<file path="src/verilog/alu_defs.svh">
// ----------------------------------------
// ALU word width, control field widths
// and fixed-point saturation limits
// ----------------------------------------

`ifndef ALU_DEFS_SVH
`define ALU_DEFS_SVH

// Data path width, set by the instruction encoding
`define ALU_WIDTH 16

// Sub-code field widths
`define ALU_SC1_W 3
`define ALU_SC2_W 2

// ----------------------------------------
// Fixed-point limits
// ----------------------------------------
`define ALU_MAX_POS 16'h7fff    // Largest positive value
`define ALU_MAX_NEG 16'h8000    // Most negative value

// Result for a sub-code with no operation behind it
`define ALU_DEFAULT_RES 16'h0001

`endif

</file>
<file path="src/verilog/alu_pkg.sv">
// ----------------------------------------
// Shared ALU types: data word and
// operation class encoding
// ----------------------------------------

`include "alu_defs.svh"

package alu_pkg;

    // One fixed-point data word
    typedef logic [`ALU_WIDTH-1:0] alu_word_t;

    // Operation class, taken from the hc field of the instruction
    typedef enum logic [1:0]
    {
        ALU_CLASS_ADD     = 2'b00,  // Adder based ops
        ALU_CLASS_LOGIC   = 2'b01,  // Bitwise and reductions
        ALU_CLASS_COMPARE = 2'b10,  // MIN, MAX, CLIP, COMP
        ALU_CLASS_MISC    = 2'b11   // PASS, ABS
    } alu_class_t;

endpackage

</file>
<file path="src/verilog/alu_operand_latch.sv">
// ----------------------------------------
// Execute-stage capture of operands and
// control on the ALU enable strobe
// ----------------------------------------

`timescale 1ns/10ps

`include "alu_defs.svh"

module alu_operand_latch
(
    input  logic                   clk,
    input  logic                   reset,
    input  logic                   ps_alu_en,
    input  alu_pkg::alu_word_t     xb_dtx,
    input  alu_pkg::alu_word_t     xb_dty,
    input  alu_pkg::alu_class_t    ps_alu_hc,
    input  logic [`ALU_SC1_W-1:0]  ps_alu_sc1,
    input  logic [`ALU_SC2_W-1:0]  ps_alu_sc2,
    input  logic                   ps_alu_sat,
    input  logic                   ps_alu_ci,
    output logic                   en_q,
    output alu_pkg::alu_word_t     x,
    output alu_pkg::alu_word_t     y,
    output alu_pkg::alu_class_t    op_class,
    output logic [`ALU_SC1_W-1:0]  sc1,
    output logic [`ALU_SC2_W-1:0]  sc2,
    output logic                   sat,
    output logic                   ci
);

    // Enable delayed by one edge, marks a fresh capture
    always_ff @(posedge clk or negedge reset)
    begin
        if (!reset)
            en_q <= 1'b0;
        else
            en_q <= ps_alu_en;
    end

    // Operation registers, held while the enable is low
    // Idle values make the adder produce 16'h0001
    always_ff @(posedge clk or negedge reset)
    begin
        if (!reset)
        begin
            x        <= `ALU_WIDTH'h0001;
            y        <= '0;
            op_class <= alu_pkg::ALU_CLASS_ADD;
            sc1      <= '0;
            sc2      <= '0;
            sat      <= 1'b0;
            ci       <= 1'b0;
        end
        else if (ps_alu_en)
        begin
            x        <= xb_dtx;
            y        <= ps_alu_sc2[1] ? '0 : xb_dty;   // Zero y on request
            op_class <= ps_alu_hc;
            sc1      <= ps_alu_sc1;
            sc2      <= ps_alu_sc2;
            sat      <= ps_alu_sat;
            ci       <= ps_alu_ci;
        end
    end

endmodule

</file>
<file path="src/verilog/alu_add_unit.sv">
// ----------------------------------------
// Fixed-point adder: add, carry, subtract,
// borrow, average and saturation
// ----------------------------------------

`timescale 1ns/10ps

`include "alu_defs.svh"

module alu_add_unit
(
    input  alu_pkg::alu_word_t     x,
    input  alu_pkg::alu_word_t     y,
    input  logic [`ALU_SC1_W-1:0]  sc1,
    input  logic [`ALU_SC2_W-1:0]  sc2,
    input  logic                   sat,
    input  logic                   ci,
    output alu_pkg::alu_word_t     add_result,
    output logic                   add_carry,
    output logic                   add_ovf
);

    alu_pkg::alu_word_t   b;          // Second operand after inversion
    logic                 cin;
    logic [`ALU_WIDTH:0]  sum_full;   // Sum with carry out on top
    alu_pkg::alu_word_t   sum;
    logic                 msb_cin;    // Carry into the sign bit
    logic                 avg_sel;

    // ----------------------------------------
    // Operand and carry forming
    // ----------------------------------------
    always_comb
    begin
        if (sc2[0])
        begin
            // Subtract, borrow form uses ci in place of the +1
            b   = ~y;
            cin = sc1[0] ? ci : 1'b1;
        end
        else
        begin
            b   = y;
            cin = sc1[0] & ci;
        end
    end

    assign sum_full = {1'b0, x} + {1'b0, b} + {{`ALU_WIDTH{1'b0}}, cin};
    assign sum      = sum_full[`ALU_WIDTH-1:0];
    assign msb_cin  = x[`ALU_WIDTH-1] ^ b[`ALU_WIDTH-1] ^ sum[`ALU_WIDTH-1];

    assign avg_sel   = ~sc2[0] & sc1[1];
    assign add_carry = sum_full[`ALU_WIDTH];

    // Halving cannot overflow
    assign add_ovf = avg_sel ? 1'b0 : (msb_cin ^ sum_full[`ALU_WIDTH]);

    // ----------------------------------------
    // Result with average and saturation
    // ----------------------------------------
    always_comb
    begin
        if (sat && add_ovf)
            add_result = sum[`ALU_WIDTH-1] ? `ALU_MAX_POS : `ALU_MAX_NEG;
        else if (avg_sel)
            add_result = {sum[`ALU_WIDTH-1], sum[`ALU_WIDTH-1:1]};    // Arithmetic shift
        else
            add_result = sum;
    end

endmodule

</file>
<file path="src/verilog/alu_compare_unit.sv">
// ----------------------------------------
// Signed compare: MIN, MAX, CLIP, COMP
// ----------------------------------------

`timescale 1ns/10ps

`include "alu_defs.svh"

module alu_compare_unit
(
    input  alu_pkg::alu_word_t     x,
    input  alu_pkg::alu_word_t     y,
    input  logic [`ALU_SC1_W-1:0]  sc1,
    output alu_pkg::alu_word_t     cmp_result
);

    logic                x_lt_y;
    logic                x_eq_y;
    alu_pkg::alu_word_t  mag_x;     // |x| as unsigned, 8000 stays 8000
    alu_pkg::alu_word_t  mag_y;
    alu_pkg::alu_word_t  neg_mag_y;
    alu_pkg::alu_word_t  clip_val;

    assign x_lt_y = $signed(x) < $signed(y);
    assign x_eq_y = (x == y);

    // Two's complement magnitudes for CLIP
    assign mag_x     = (x ^ {`ALU_WIDTH{x[`ALU_WIDTH-1]}}) + {{(`ALU_WIDTH-1){1'b0}}, x[`ALU_WIDTH-1]};
    assign mag_y     = (y ^ {`ALU_WIDTH{y[`ALU_WIDTH-1]}}) + {{(`ALU_WIDTH-1){1'b0}}, y[`ALU_WIDTH-1]};
    assign neg_mag_y = ~mag_y + `ALU_WIDTH'd1;

    // Limit |y| carries the sign of x
    always_comb
    begin
        if (mag_x <= mag_y)
            clip_val = x;
        else if (x[`ALU_WIDTH-1])
            clip_val = neg_mag_y;
        else
            clip_val = mag_y;
    end

    // Only the low two sub-code bits select here
    always_comb
    begin
        case (sc1[1:0])
            2'b00:   cmp_result = x_lt_y ? x : y;      // MIN
            2'b10:   cmp_result = x_lt_y ? y : x;      // MAX
            2'b01:   cmp_result = clip_val;            // CLIP
            default:
            begin
                // COMP gives 0, -1 or +1
                if (x_eq_y)
                    cmp_result = '0;
                else if (x_lt_y)
                    cmp_result = '1;
                else
                    cmp_result = `ALU_WIDTH'h0001;
            end
        endcase
    end

endmodule

</file>
<file path="src/verilog/alu_logic_unit.sv">
// ----------------------------------------
// Bitwise and reduction ops, PASS and
// saturating ABS
// ----------------------------------------

`timescale 1ns/10ps

`include "alu_defs.svh"

module alu_logic_unit
(
    input  alu_pkg::alu_word_t     x,
    input  alu_pkg::alu_word_t     y,
    input  logic [`ALU_SC1_W-1:0]  sc1,
    input  logic                   sat,
    output alu_pkg::alu_word_t     logic_result,
    output alu_pkg::alu_word_t     misc_result,
    output logic                   abs_ovf
);

    alu_pkg::alu_word_t  abs_x;

    // Logic class
    always_comb
    begin
        case (sc1)
            3'b000:  logic_result = x & y;
            3'b001:  logic_result = x | y;
            3'b010:  logic_result = x ^ y;
            3'b100:  logic_result = {{(`ALU_WIDTH-1){1'b0}}, &x};   // Reduce AND
            3'b101:  logic_result = {{(`ALU_WIDTH-1){1'b0}}, |x};   // Reduce OR
            3'b111:  logic_result = ~x;
            default: logic_result = `ALU_DEFAULT_RES;
        endcase
    end

    // ----------------------------------------
    // Misc class
    // ----------------------------------------
    assign abs_x   = (x ^ {`ALU_WIDTH{x[`ALU_WIDTH-1]}}) + {{(`ALU_WIDTH-1){1'b0}}, x[`ALU_WIDTH-1]};
    assign abs_ovf = (sc1 == 3'b011) && (x == `ALU_MAX_NEG);   // -32768 has no positive

    always_comb
    begin
        case (sc1)
            3'b001:  misc_result = x;                                   // PASS
            3'b011:  misc_result = (sat && abs_ovf) ? `ALU_MAX_POS : abs_x;
            default: misc_result = `ALU_DEFAULT_RES;
        endcase
    end

endmodule

</file>
<file path="src/verilog/alu_result_flags.sv">
// ----------------------------------------
// Result select, status flags and
// compare-done strobe
// ----------------------------------------

`timescale 1ns/10ps

`include "alu_defs.svh"

module alu_result_flags
(
    input  logic                   en_q,
    input  alu_pkg::alu_word_t     x,
    input  alu_pkg::alu_class_t    op_class,
    input  logic [`ALU_SC1_W-1:0]  sc1,
    input  alu_pkg::alu_word_t     add_result,
    input  logic                   add_carry,
    input  logic                   add_ovf,
    input  alu_pkg::alu_word_t     cmp_result,
    input  alu_pkg::alu_word_t     logic_result,
    input  alu_pkg::alu_word_t     misc_result,
    input  logic                   abs_ovf,
    output alu_pkg::alu_word_t     alu_xb_dt,
    output logic                   alu_ps_az,
    output logic                   alu_ps_an,
    output logic                   alu_ps_ac,
    output logic                   alu_ps_av,
    output logic                   alu_ps_as,
    output logic                   alu_ps_compd
);

    logic is_abs;

    always_comb
    begin
        case (op_class)
            alu_pkg::ALU_CLASS_ADD:     alu_xb_dt = add_result;
            alu_pkg::ALU_CLASS_LOGIC:   alu_xb_dt = logic_result;
            alu_pkg::ALU_CLASS_COMPARE: alu_xb_dt = cmp_result;
            default:                    alu_xb_dt = misc_result;
        endcase
    end

    assign is_abs = (op_class == alu_pkg::ALU_CLASS_MISC) && (sc1 == 3'b011);

    // Flags from the selected result
    assign alu_ps_az = (alu_xb_dt == '0);
    assign alu_ps_an = alu_xb_dt[`ALU_WIDTH-1];
    assign alu_ps_ac = (op_class == alu_pkg::ALU_CLASS_ADD) & add_carry;
    assign alu_ps_av = ((op_class == alu_pkg::ALU_CLASS_ADD) & add_ovf) | (is_abs & abs_ovf);
    assign alu_ps_as = is_abs & x[`ALU_WIDTH-1];   // Sign of x before ABS

    // One cycle only, right after a COMP capture
    assign alu_ps_compd = en_q && (op_class == alu_pkg::ALU_CLASS_COMPARE) && (sc1[1:0] == 2'b11);

endmodule

</file>
<file path="src/verilog/alu_top.sv">
// ----------------------------------------
// ALU top: operand latch, add, compare
// and logic units, result stage
// ----------------------------------------

`timescale 1ns/10ps

`include "alu_defs.svh"

module alu_top
(
    input  logic                   clk,
    input  logic                   reset,
    input  alu_pkg::alu_word_t     xb_dtx,
    input  alu_pkg::alu_word_t     xb_dty,
    input  logic                   ps_alu_en,
    input  logic                   ps_alu_sat,
    input  logic                   ps_alu_ci,
    input  alu_pkg::alu_class_t    ps_alu_hc,
    input  logic [`ALU_SC1_W-1:0]  ps_alu_sc1,
    input  logic [`ALU_SC2_W-1:0]  ps_alu_sc2,
    output alu_pkg::alu_word_t     alu_xb_dt,
    output logic                   alu_ps_az,
    output logic                   alu_ps_an,
    output logic                   alu_ps_ac,
    output logic                   alu_ps_av,
    output logic                   alu_ps_as,
    output logic                   alu_ps_compd
);

    // Captured operation
    logic                   en_q;
    alu_pkg::alu_word_t     x;
    alu_pkg::alu_word_t     y;
    alu_pkg::alu_class_t    op_class;
    logic [`ALU_SC1_W-1:0]  sc1;
    logic [`ALU_SC2_W-1:0]  sc2;
    logic                   sat;
    logic                   ci;

    // Unit results
    alu_pkg::alu_word_t     add_result;
    logic                   add_carry;
    logic                   add_ovf;
    alu_pkg::alu_word_t     cmp_result;
    alu_pkg::alu_word_t     logic_result;
    alu_pkg::alu_word_t     misc_result;
    logic                   abs_ovf;

    alu_operand_latch u_latch
    (
        .clk(clk), .reset(reset), .ps_alu_en(ps_alu_en),
        .xb_dtx(xb_dtx), .xb_dty(xb_dty), .ps_alu_hc(ps_alu_hc),
        .ps_alu_sc1(ps_alu_sc1), .ps_alu_sc2(ps_alu_sc2),
        .ps_alu_sat(ps_alu_sat), .ps_alu_ci(ps_alu_ci),
        .en_q(en_q), .x(x), .y(y), .op_class(op_class),
        .sc1(sc1), .sc2(sc2), .sat(sat), .ci(ci)
    );

    alu_add_unit u_add
    (
        .x(x), .y(y), .sc1(sc1), .sc2(sc2), .sat(sat), .ci(ci),
        .add_result(add_result), .add_carry(add_carry), .add_ovf(add_ovf)
    );

    alu_compare_unit u_cmp
    (
        .x(x), .y(y), .sc1(sc1), .cmp_result(cmp_result)
    );

    alu_logic_unit u_logic
    (
        .x(x), .y(y), .sc1(sc1), .sat(sat),
        .logic_result(logic_result), .misc_result(misc_result), .abs_ovf(abs_ovf)
    );

    alu_result_flags u_flags
    (
        .en_q(en_q), .x(x), .op_class(op_class), .sc1(sc1),
        .add_result(add_result), .add_carry(add_carry), .add_ovf(add_ovf),
        .cmp_result(cmp_result), .logic_result(logic_result),
        .misc_result(misc_result), .abs_ovf(abs_ovf),
        .alu_xb_dt(alu_xb_dt), .alu_ps_az(alu_ps_az), .alu_ps_an(alu_ps_an),
        .alu_ps_ac(alu_ps_ac), .alu_ps_av(alu_ps_av), .alu_ps_as(alu_ps_as),
        .alu_ps_compd(alu_ps_compd)
    );

endmodule

</file>
<file path="config.mk">
export PLATFORM = sky130hd
export DESIGN_NAME = alu_top
export DESIGN_NICKNAME = d
export VERILOG_FILES = /design/src/verilog/alu_pkg.sv /design/src/verilog/alu_operand_latch.sv /design/src/verilog/alu_add_unit.sv /design/src/verilog/alu_compare_unit.sv /design/src/verilog/alu_logic_unit.sv /design/src/verilog/alu_result_flags.sv /design/src/verilog/alu_top.sv
export VERILOG_INCLUDE_DIRS = /design/src /design/src/verilog
export SDC_FILE = /design/constraint.sdc
export NUM_CORES = 1
export LEC_CHECK = 0
export BUFFER_PORTS_ARGS = -buffer_cell sky130_fd_sc_hd__buf_2
export CAP_MARGIN = 10
export CORE_MARGIN = 2
export CORE_UTILIZATION = 45
export CTS_CLUSTER_DIAMETER = 120
export DETAILED_ROUTE_END_ITERATION = 7
export SYNTH_ARGS = -nofsm -noshare
export SYNTH_HDL_FRONTEND = slang
export SYNTH_SLANG_ARGS = --single-unit
</file>
<file path="constraint.sdc">
create_clock -name clk -period 14.7 [get_ports clk]
set_clock_uncertainty 0.2 [all_clocks]
set_input_delay 1.47 -clock clk [delete_from_list [all_inputs] [get_ports clk]]
set_output_delay 1.47 -clock clk [all_outputs]
set_load 0.02 [all_outputs]
</file>
==> metrics, run 1 <==
status=finished, final reports clean; vias in the first global route=7,913; GRT Util Overall=36.5%; largest net degree at the start of global routing=77; #FFs+latches synth=41; DP HPWL=26,300 µm; port bufs=65; Setup Fix Bufs, Post-CTS=0; MaxCap Viol Count=0; CTS root buffer=clkbuf_16; Starting DRT DRC Count=829; Mean Syn Cell Area=7.37 µm²; CP Cell Sequence=buf_4, ha_1, ha_1, nor4b_4, nand2_1, a2111oi_0, o2bb2ai_1, xnor2_1, ha_1, and3_1, a221o_1, a21o_1, o31ai_4, nor2_1, a221oi_1, nand4_1, or4_4, nor4b_4, buf_2; crit-path max cell delay=700 ps; Tmin final=8450 ps; placer congestion estimate=1.05; Synth top area share=13.6%; Multi-input gate area=0.00637 mm²; 1st-pass router iterations=5; top_reg_cell synth=dfrtp_1; FF+latch area=0.00103 mm²; most common cell after layout, fill and taps aside=nand2_1; worst path arrival time=6780 ps; Netlist cell types=102; Worst-path clk slew=60 ps; htree depth=2; Top cell by count, worst path=ha_1; vias=8,768; ys async rst share=100%; Synth area leaders=ha_1, dfrtp_1, o21ai_0, nand2_1, a21oi_1; Clk Latency, worst-skew pair=290 ps; CTS resizes=0; FMAX=118 MHz; layout cells sized above 1=13.0%; RSZ-0062 raised after global routing=false; Slew Viols, Final=0; CP Capture Type=primary output; filler cell count=1,785; clock sink total=41; cell count after synthesis=1,077; Yosys top cell by area=ha_1; Layout area overhead=7.06%; hold crit path type=reg2reg; Crit path buffers/inverters=2; die width=137 µm; final non-filler cell total=1,324; Pleak=3.56 nW; Final Hold Viols=0; period utilization=57.5%; Slew headroom=33.6%; EDFF count, synth=0; Crit-path slowest cell=o31ai_4; syn_nets=1,209; Startpoint Class=register; # hold bufs at CTS=0; CTS tree=done; Ports=66; post-route DRC violation count=0; initial core utilization=45.9%; critical path type=reg2out; die area=0.0187 mm²; most frequent cells in the layout=nand2_1, o21ai_0, ha_1, a21oi_1, nor2_1; drt total wl=34,300 µm; CTS Buffer Depth=2; GRT overflow=0; core footprint=0.0173 mm²; yosys warns=0; Avg WL per Cell=25.9 µm; Final setup violation count=0; initial antenna violation count=1; power density cells=98.1 mW/mm²; Worst Max-Slew Pin Slew=985 ps; DRT antenna net count=0; sequential area share after synthesis=12.9%; CP top delay family=compound AO/OA/AOI/OAI gates; first-pass GRT wire length=50,000 µm; Post-Syn Area=0.00794 mm²; Inst Count DP=1,315; Via density=6.62; r2r setup slk=12,760 ps; setup TNS=0 ps; data required time of the critical path=13,030 ps; Max rail drop VDD=70.9 µV; CTS Buf Count=5; # nets final=1,229; CP max FO=41; site row count=48; Die Height=137 µm
cells in the mapped netlist (6+ instances only):
cell / number
or3_1: 7
a211oi_1: 10
clkbuf_1: 48
o31ai_1: 11
nand3b_1: 17
nand2_1: 112
nor4_1: 13
and2_1: 7
xor2_1: 32
nand4_1: 11
a22oi_1: 13
mux2i_1: 13
xnor2_1: 44
a221oi_1: 7
nor2_1: 77
mux2_2: 11
o211ai_1: 16
nand2b_1: 12
and3_1: 13
dfrtp_1: 40
nor3_1: 26
o22ai_1: 20
nor2b_1: 7
a31oi_1: 12
nand3_1: 22
inv_1: 48
a21o_1: 12
and4_1: 6
o221ai_1: 6
ha_1: 86
a21oi_1: 77
o21ai_0: 106
cell families after synthesis:
kind of cell | Yosys count | synth area share, %
buffers and inverters | 122 | 6.72
muxes | 27 | 3.67
xor gates and xnor gates | 76 | 8.39
and+or+nand+nor | 357 | 23.3
adders and majority gates | 88 | 14.1
AOI/OAI and AO/OA | 366 | 30.9
DFF | 41 | 12.9
worst register-to-register path, stage by stage (launching register included):
cell and delay, ps:
dfrtp_1 320, buf_4 470, inv_1 570, o21ai_0 290
power by group:
| group | internal (mW) | total, mW | switching, mW |
|---|---|---|---|
| clock | 0.0719 | 0.117 | 0.0451 |
| sequential | 0.122 | 0.160 | 0.0379 |
| combinational | 0.198 | 0.557 | 0.359 |
| total | 0.392 | 0.834 | 0.442 |
metrics by stage:
| stage | area [µm²] | power, mW | utilization, % | hold WS, ps | setup slack (ps) |
|---|---|---|---|---|---|
| after floorplan | 7940 | 0.533 | - | 275 | 7400 |
| after CTS | 8490 | 0.819 | 49.1 | 330 | 6360 |
| after global placement | 8340 | 0.701 | 48.2 | 290 | 6800 |
| final | 8500 | 0.834 | 49.1 | 328 | 6250 |
| after detailed placement | 8340 | 0.699 | 48.2 | 313 | 6660 |
| after global routing | 8490 | 0.881 | 49.1 | 370 | 5740 |
registers in the layout, indices dropped and copies added, names as in the netlist:
signal / cells
u_latch.op_class: 2
u_latch.sc1: 3
u_latch.y: 16
u_latch.en_q: 1
u_latch.x: 16
u_latch.sc2: 1
u_latch.sat: 1
u_latch.ci: 1
layer usage:
metal | up-vias | GRT usage [%] | routed length, µm
li1 | 4017 | - | -
met1 | 4141 | 49.1 | 14600
met2 | 507 | 56.3 | 14800
met3 | 103 | 7.96 | 3280
met4 | 0 | 15.6 | 1680
met5 | - | 0 | 0
layout make-up:
type | count | share of cell area (%)
multi-input cells | 914 | 75.0
flip-flops and latches | 41 | 12.1
repair buffers | 82 | 5.33
well taps | 225 | 3.31
inverters | 53 | 2.34
clock buffers | 7 | 1.80
clock inverters | 1 | 0.0589
diodes | 1 | 0.0295
path summary, 6_finish.rpt:
| kind | start | endpoint | cells past startpoint |
|---|---|---|---|
| worst max-delay path | u_latch.y[15] | alu_ps_az | 19 |
| worst min-delay path | u_latch.ci | u_latch.ci | 1 |
| worst min register to register | u_latch.ci | u_latch.ci | 1 |
| min in group asynchronous | reset | u_latch.x[8] | 1 |
| worst max register to register | u_latch.x[15] | u_latch.x[15] | 3 |
| max in group asynchronous | reset | u_latch.y[9] | 1 |
(Power assumes the default switching activity.)
==> run 2: changes to the inputs <==
==> constraint.sdc (replaced) <==
create_clock -name clk -period 8.6 [get_ports clk]
set_clock_uncertainty 0.2 [all_clocks]
set_input_delay 0.86 -clock clk [delete_from_list [all_inputs] [get_ports clk]]
set_output_delay 0.86 -clock clk [all_outputs]
set_load 0.02 [all_outputs]
==> metrics, run 2 (same netlist as run 1, synthesis figures left out) <==
CP max FO=18; GRT overflow=0; Pleak=3.57 nW; vias in the first global route=7,921; Setup Fix Bufs, Post-CTS=0; 1st-pass router iterations=5; Starting DRT DRC Count=936; period utilization=91.8%; Setup crit start=u_latch.y[15]; drt total wl=34,400 µm; Slew Viols, Final=0; first-pass GRT wire length=51,000 µm; initial antenna violation count=1; Die Height=137 µm; crit path capture=alu_ps_az; Startpoint Class=register; Tmin final=7900 ps; CTS resizes=0; Clk Latency, worst-skew pair=290 ps; CP Capture Type=primary output; # hold bufs at CTS=0; CTS Buf Count=5; reg2reg end=u_latch.y[15]; Worst Max-Slew Pin Slew=952 ps; layout cells sized above 1=13.0%; placer congestion estimate=1.04; GRT Util Overall=37.2%; reg2reg path depth=3; post-route DRC violation count=0; MaxCap Viol Count=0; clock sink total=41; core footprint=0.0173 mm²; most common cell after layout, fill and taps aside=nand2_1; Avg WL per Cell=26.0 µm; Layout area overhead=7.25%; die width=137 µm; CTS Buffer Depth=2; Final Hold Viols=0; antenna cells=0; htree depth=2; Final setup violation count=0; Max rail drop VDD=126 µV; Slew headroom=36.5%; RSZ-0062 raised after global routing=false; Ports=66; CTS tree=done; die area=0.0187 mm²; worst path arrival time=6840 ps; hold crit path type=reg2reg; site row count=48; critical path type=reg2out; FMAX=127 MHz; setup TNS=0 ps; Via density=6.55; status=finished, final reports clean; largest net degree at the start of global routing=77; Largest regs=u_latch.x x16, u_latch.y x16, u_latch.sc1 x3; post-layout power=1.44 mW; r2r setup slk=6840 ps; DRT antenna net count=0; power density cells=169 mW/mm²; RR Startpoint=u_latch.y[15]; Worst-path clk slew=60 ps; most frequent cells in the layout=nand2_1, o21ai_0, ha_1, a21oi_1, nor2_1; data required time of the critical path=7540 ps; final non-filler cell total=1,324; Inst Count DP=1,316; # nets final=1,230; DP HPWL=26,800 µm; CTS root buffer=clkbuf_16; initial core utilization=45.9%; port bufs=65; vias=8,672
==> run 2: cell count changes in the layout (fill, tap and decap cells not counted) <==
cell,delta
clkinv_2,-1
diode_2,-1
clkbuf_1,+1
buf_4,+1
clkinv_4,+1
bufinv_16,+1
clkbuf_8,-2
==> run 2: how the worst min path moves through the flow <==
stage	cells after the start	from	endpoint	slack, ps
after floorplan	1	u_latch.ci	u_latch.ci	270
after global placement	1	u_latch.ci	u_latch.ci	310
after detailed placement	1	u_latch.ci	u_latch.ci	310
after CTS	1	u_latch.ci	u_latch.ci	330
after global routing	1	u_latch.ci	u_latch.ci	360
final	1	u_latch.ci	u_latch.ci	320
==> run 2: critical path, cell delays in order, from the launching register on <==
cell	delay, ps
dfrtp_1	720
ha_1	340
ha_1	290
nor4b_4	410
nand2_1	210
a2111oi_0	390
o2bb2ai_1	150
xnor2_1	430
ha_1	340
and3_1	160
a221o_1	350
a21o_1	220
o31ai_4	740
nor2_1	210
a221oi_1	470
nand4_1	170
or4_4	550
nor4b_4	210
buf_2	200
==> run 2: metrics by stage <==
step	cell area [µm²]	hold slack [ps]	util [%]	worst slack, ps
2_1_floorplan	7940	275	-	1910
3_3_place_gp	8340	307	48.2	1230
3_5_place_dp	8340	313	48.2	1090
4_1_cts	8510	329	49.2	785
5_1_grt	8510	359	49.2	137
6_report	8510	323	49.2	703
==> run 2: area by class of cell <==
class	instances	area, µm²
Timing Repair Buffer	83	460
Clock buffer	6	129
Fill cell	1809	8790
Multi-Input combinational cell	914	6370
Sequential cell	41	1030
Tap cell	225	282
Clock inverter	2	38.8
Inverter	53	199
==> run 2: routing by layer <==
metal / vias to the layer above / part of all wire [%] / GRT usage, %
met5: - / 0.029 / 0
met4: 2 / 5.3 / 16.1
met3: 109 / 8.8 / 3.85
met2: 500 / 43 / 58.2
met1: 4056 / 43 / 51.9
li1: 4005 / - / -
==> run 2: power breakdown <==
part	internal (mW)	switching, mW	leakage, nW
sequential	0.209	0.0678	0.507
clock	0.138	0.0793	0.0810
combinational	0.338	0.608	2.98
==> run 3: changes to the inputs <==
--- a/config.mk
+++ b/config.mk
@@ -12,6 +12,8 @@
 export CORE_UTILIZATION = 45
 export CTS_CLUSTER_DIAMETER = 120
 export DETAILED_ROUTE_END_ITERATION = 7
+export MAX_ROUTING_LAYER = met4
+export PLACE_DENSITY = 0.7
 export SYNTH_ARGS = -nofsm -noshare
 export SYNTH_HDL_FRONTEND = slang
 export SYNTH_SLANG_ARGS = --single-unit
==> metrics, run 3 (same netlist as run 1, synthesis figures left out) <==
status=finished, final reports clean; Layout area overhead=7.46%; vias=8,912; Starting DRT DRC Count=1,120; vias in the first global route=8,184; largest net degree at the start of global routing=54; Worst-path clk slew=70 ps; final worst slack=749 ps; CP max FO=24; Logic pwr share=66.1%; Tmin final=7850 ps; CTS resizes=0; Sequential Power Share=18.6%; Place WS=1250 ps; htree depth=2; final non-filler cell total=1,326; drt total wl=34,100 µm; Multi-input gate area=0.00637 mm²; Placed Area=0.00836 mm²; DRT antenna net count=0; Setup Fix Bufs, Post-CTS=0; Ports=66; MaxCap Viol Count=0; met1 GRT Util=52.0%; Clk Latency, worst-skew pair=290 ps; switch share=52.9%; period utilization=91.3%; met2 Resource Use GR=54.9%; # nets final=1,232; internal power=685 µW; Final Hold Viols=0; design area=0.00853 mm²; site row count=48; Slew headroom=34.3%; Worst Max-Slew Pin Slew=986 ps; Max rail drop VDD=138 µV; post-route DRC violation count=0; power density cells=171 mW/mm²; gr busiest metal=met2; most frequent cells in the layout=nand2_1, o21ai_0, ha_1, a21oi_1, nor2_1; hold crit path type=reg2reg; initial core utilization=45.9%; first-pass GRT wire length=51,200 µm; Layout Utilization=49.3%; worst path arrival time=6790 ps; core footprint=0.0173 mm²; 1st-pass router iterations=8; initial antenna violation count=0; Avg WL per Cell=25.7 µm; Startpoint Class=register; die width=137 µm; FF+latch area=0.00103 mm²; layout cells sized above 1=13.3%; Via density=6.72; setup TNS=0 ps; # hold bufs at CTS=0; port bufs=65; CP Capture Type=primary output; Clock Power Share=15.3%; Largest regs=u_latch.x x16, u_latch.y x16, u_latch.sc1 x3; Inst Count DP=1,318; Psw=770 µW; RSZ-0062 raised after global routing=false; Final setup violation count=0; CTS Buffer Depth=2; die area=0.0187 mm²; GRT Util Overall=37.8%; CTS Buf Count=5; M3 GR Usage=5.89%; FMAX=127 MHz; Die Height=137 µm; placer congestion estimate=1.07; CTS tree=done; filler cell count=1,729; Pleak=3.58 nW; DP HPWL=26,400 µm; Slew Viols, Final=0; most common cell after layout, fill and taps aside=nand2_1; CTS root buffer=clkbuf_16; GRT overflow=0; critical path type=reg2out; antenna cells=0; data required time of the critical path=7540 ps; clock sink total=41
==> run 3: cell count changes in the layout (fill, tap and decap cells not counted), sizes merged <==
cell / before / now
buf: 83 / 85
inv: 52 / 53
clkbuf: 6 / 5
==> run 3: worst paths after layout <==
path | slack (ps) | cells past startpoint | end | from
max reg2reg | 6890 | 2 | u_latch.x[1] | u_latch.x[1]
max | 750 | 19 | alu_ps_az | u_latch.y[15]
min in group asynchronous | 530 | 1 | u_latch.x[4] | reset
min | 320 | 1 | u_latch.sc1[2] | u_latch.sc1[2]
min reg2reg | 320 | 1 | u_latch.sc1[2] | u_latch.sc1[2]
max in group asynchronous | 7060 | 1 | u_latch.y[0] | reset
==> run 3: cell type report <==
class / count / share of cell area (%)
Sequential cell: 41 / 12.0
Multi-Input combinational cell: 914 / 74.8
Tap cell: 225 / 3.30
Inverter: 53 / 2.33
Timing Repair Buffer: 85 / 5.58
Clock inverter: 3 / 0.514
Clock buffer: 5 / 1.47
==> run 3: power by group through the flow <==
stage | logic [mW] | registers [mW] | clock network, mW
floorplan | 0.682 | 0.230 | 0
global placement | 0.928 | 0.271 | 0
detailed placement | 0.927 | 0.271 | 0
CTS | 0.933 | 0.267 | 0.224
global route | 1.03 | 0.271 | 0.230
finish | 0.961 | 0.271 | 0.223
==> run 3: critical path, stage by stage, from the launching register on <==
cell and delay, ps:
dfrtp_1 340, buf_4 290, ha_1 300, ha_1 300, nor4b_4 440, nand2_1 200
a2111oi_0 450, o2bb2ai_1 150, xnor2_1 340, ha_1 320, and3_1 170, a221o_1 350
a21o_1 220, o31ai_4 740, nor2_1 220, a221oi_1 450, nand4_1 150, or4_4 570
nor4b_4 250, buf_2 210
==> run 3: stage by stage <==
stage	hold WS, ps	total power, mW
2_1_floorplan	275	0.912
3_3_place_gp	297	1.20
3_5_place_dp	303	1.20
4_1_cts	317	1.42
5_1_grt	335	1.54
6_report	317	1.46
==> run 3: routing by layer <==
metal | routed length, µm | vias up | share of wire, %
met2 | 14400 | 547 | 42
li1 | - | 4022 | -
met1 | 14500 | 4226 | 42
met4 | 1850 | 0 | 5.4
met5 | 0 | - | 0
met3 | 3380 | 117 | 9.9
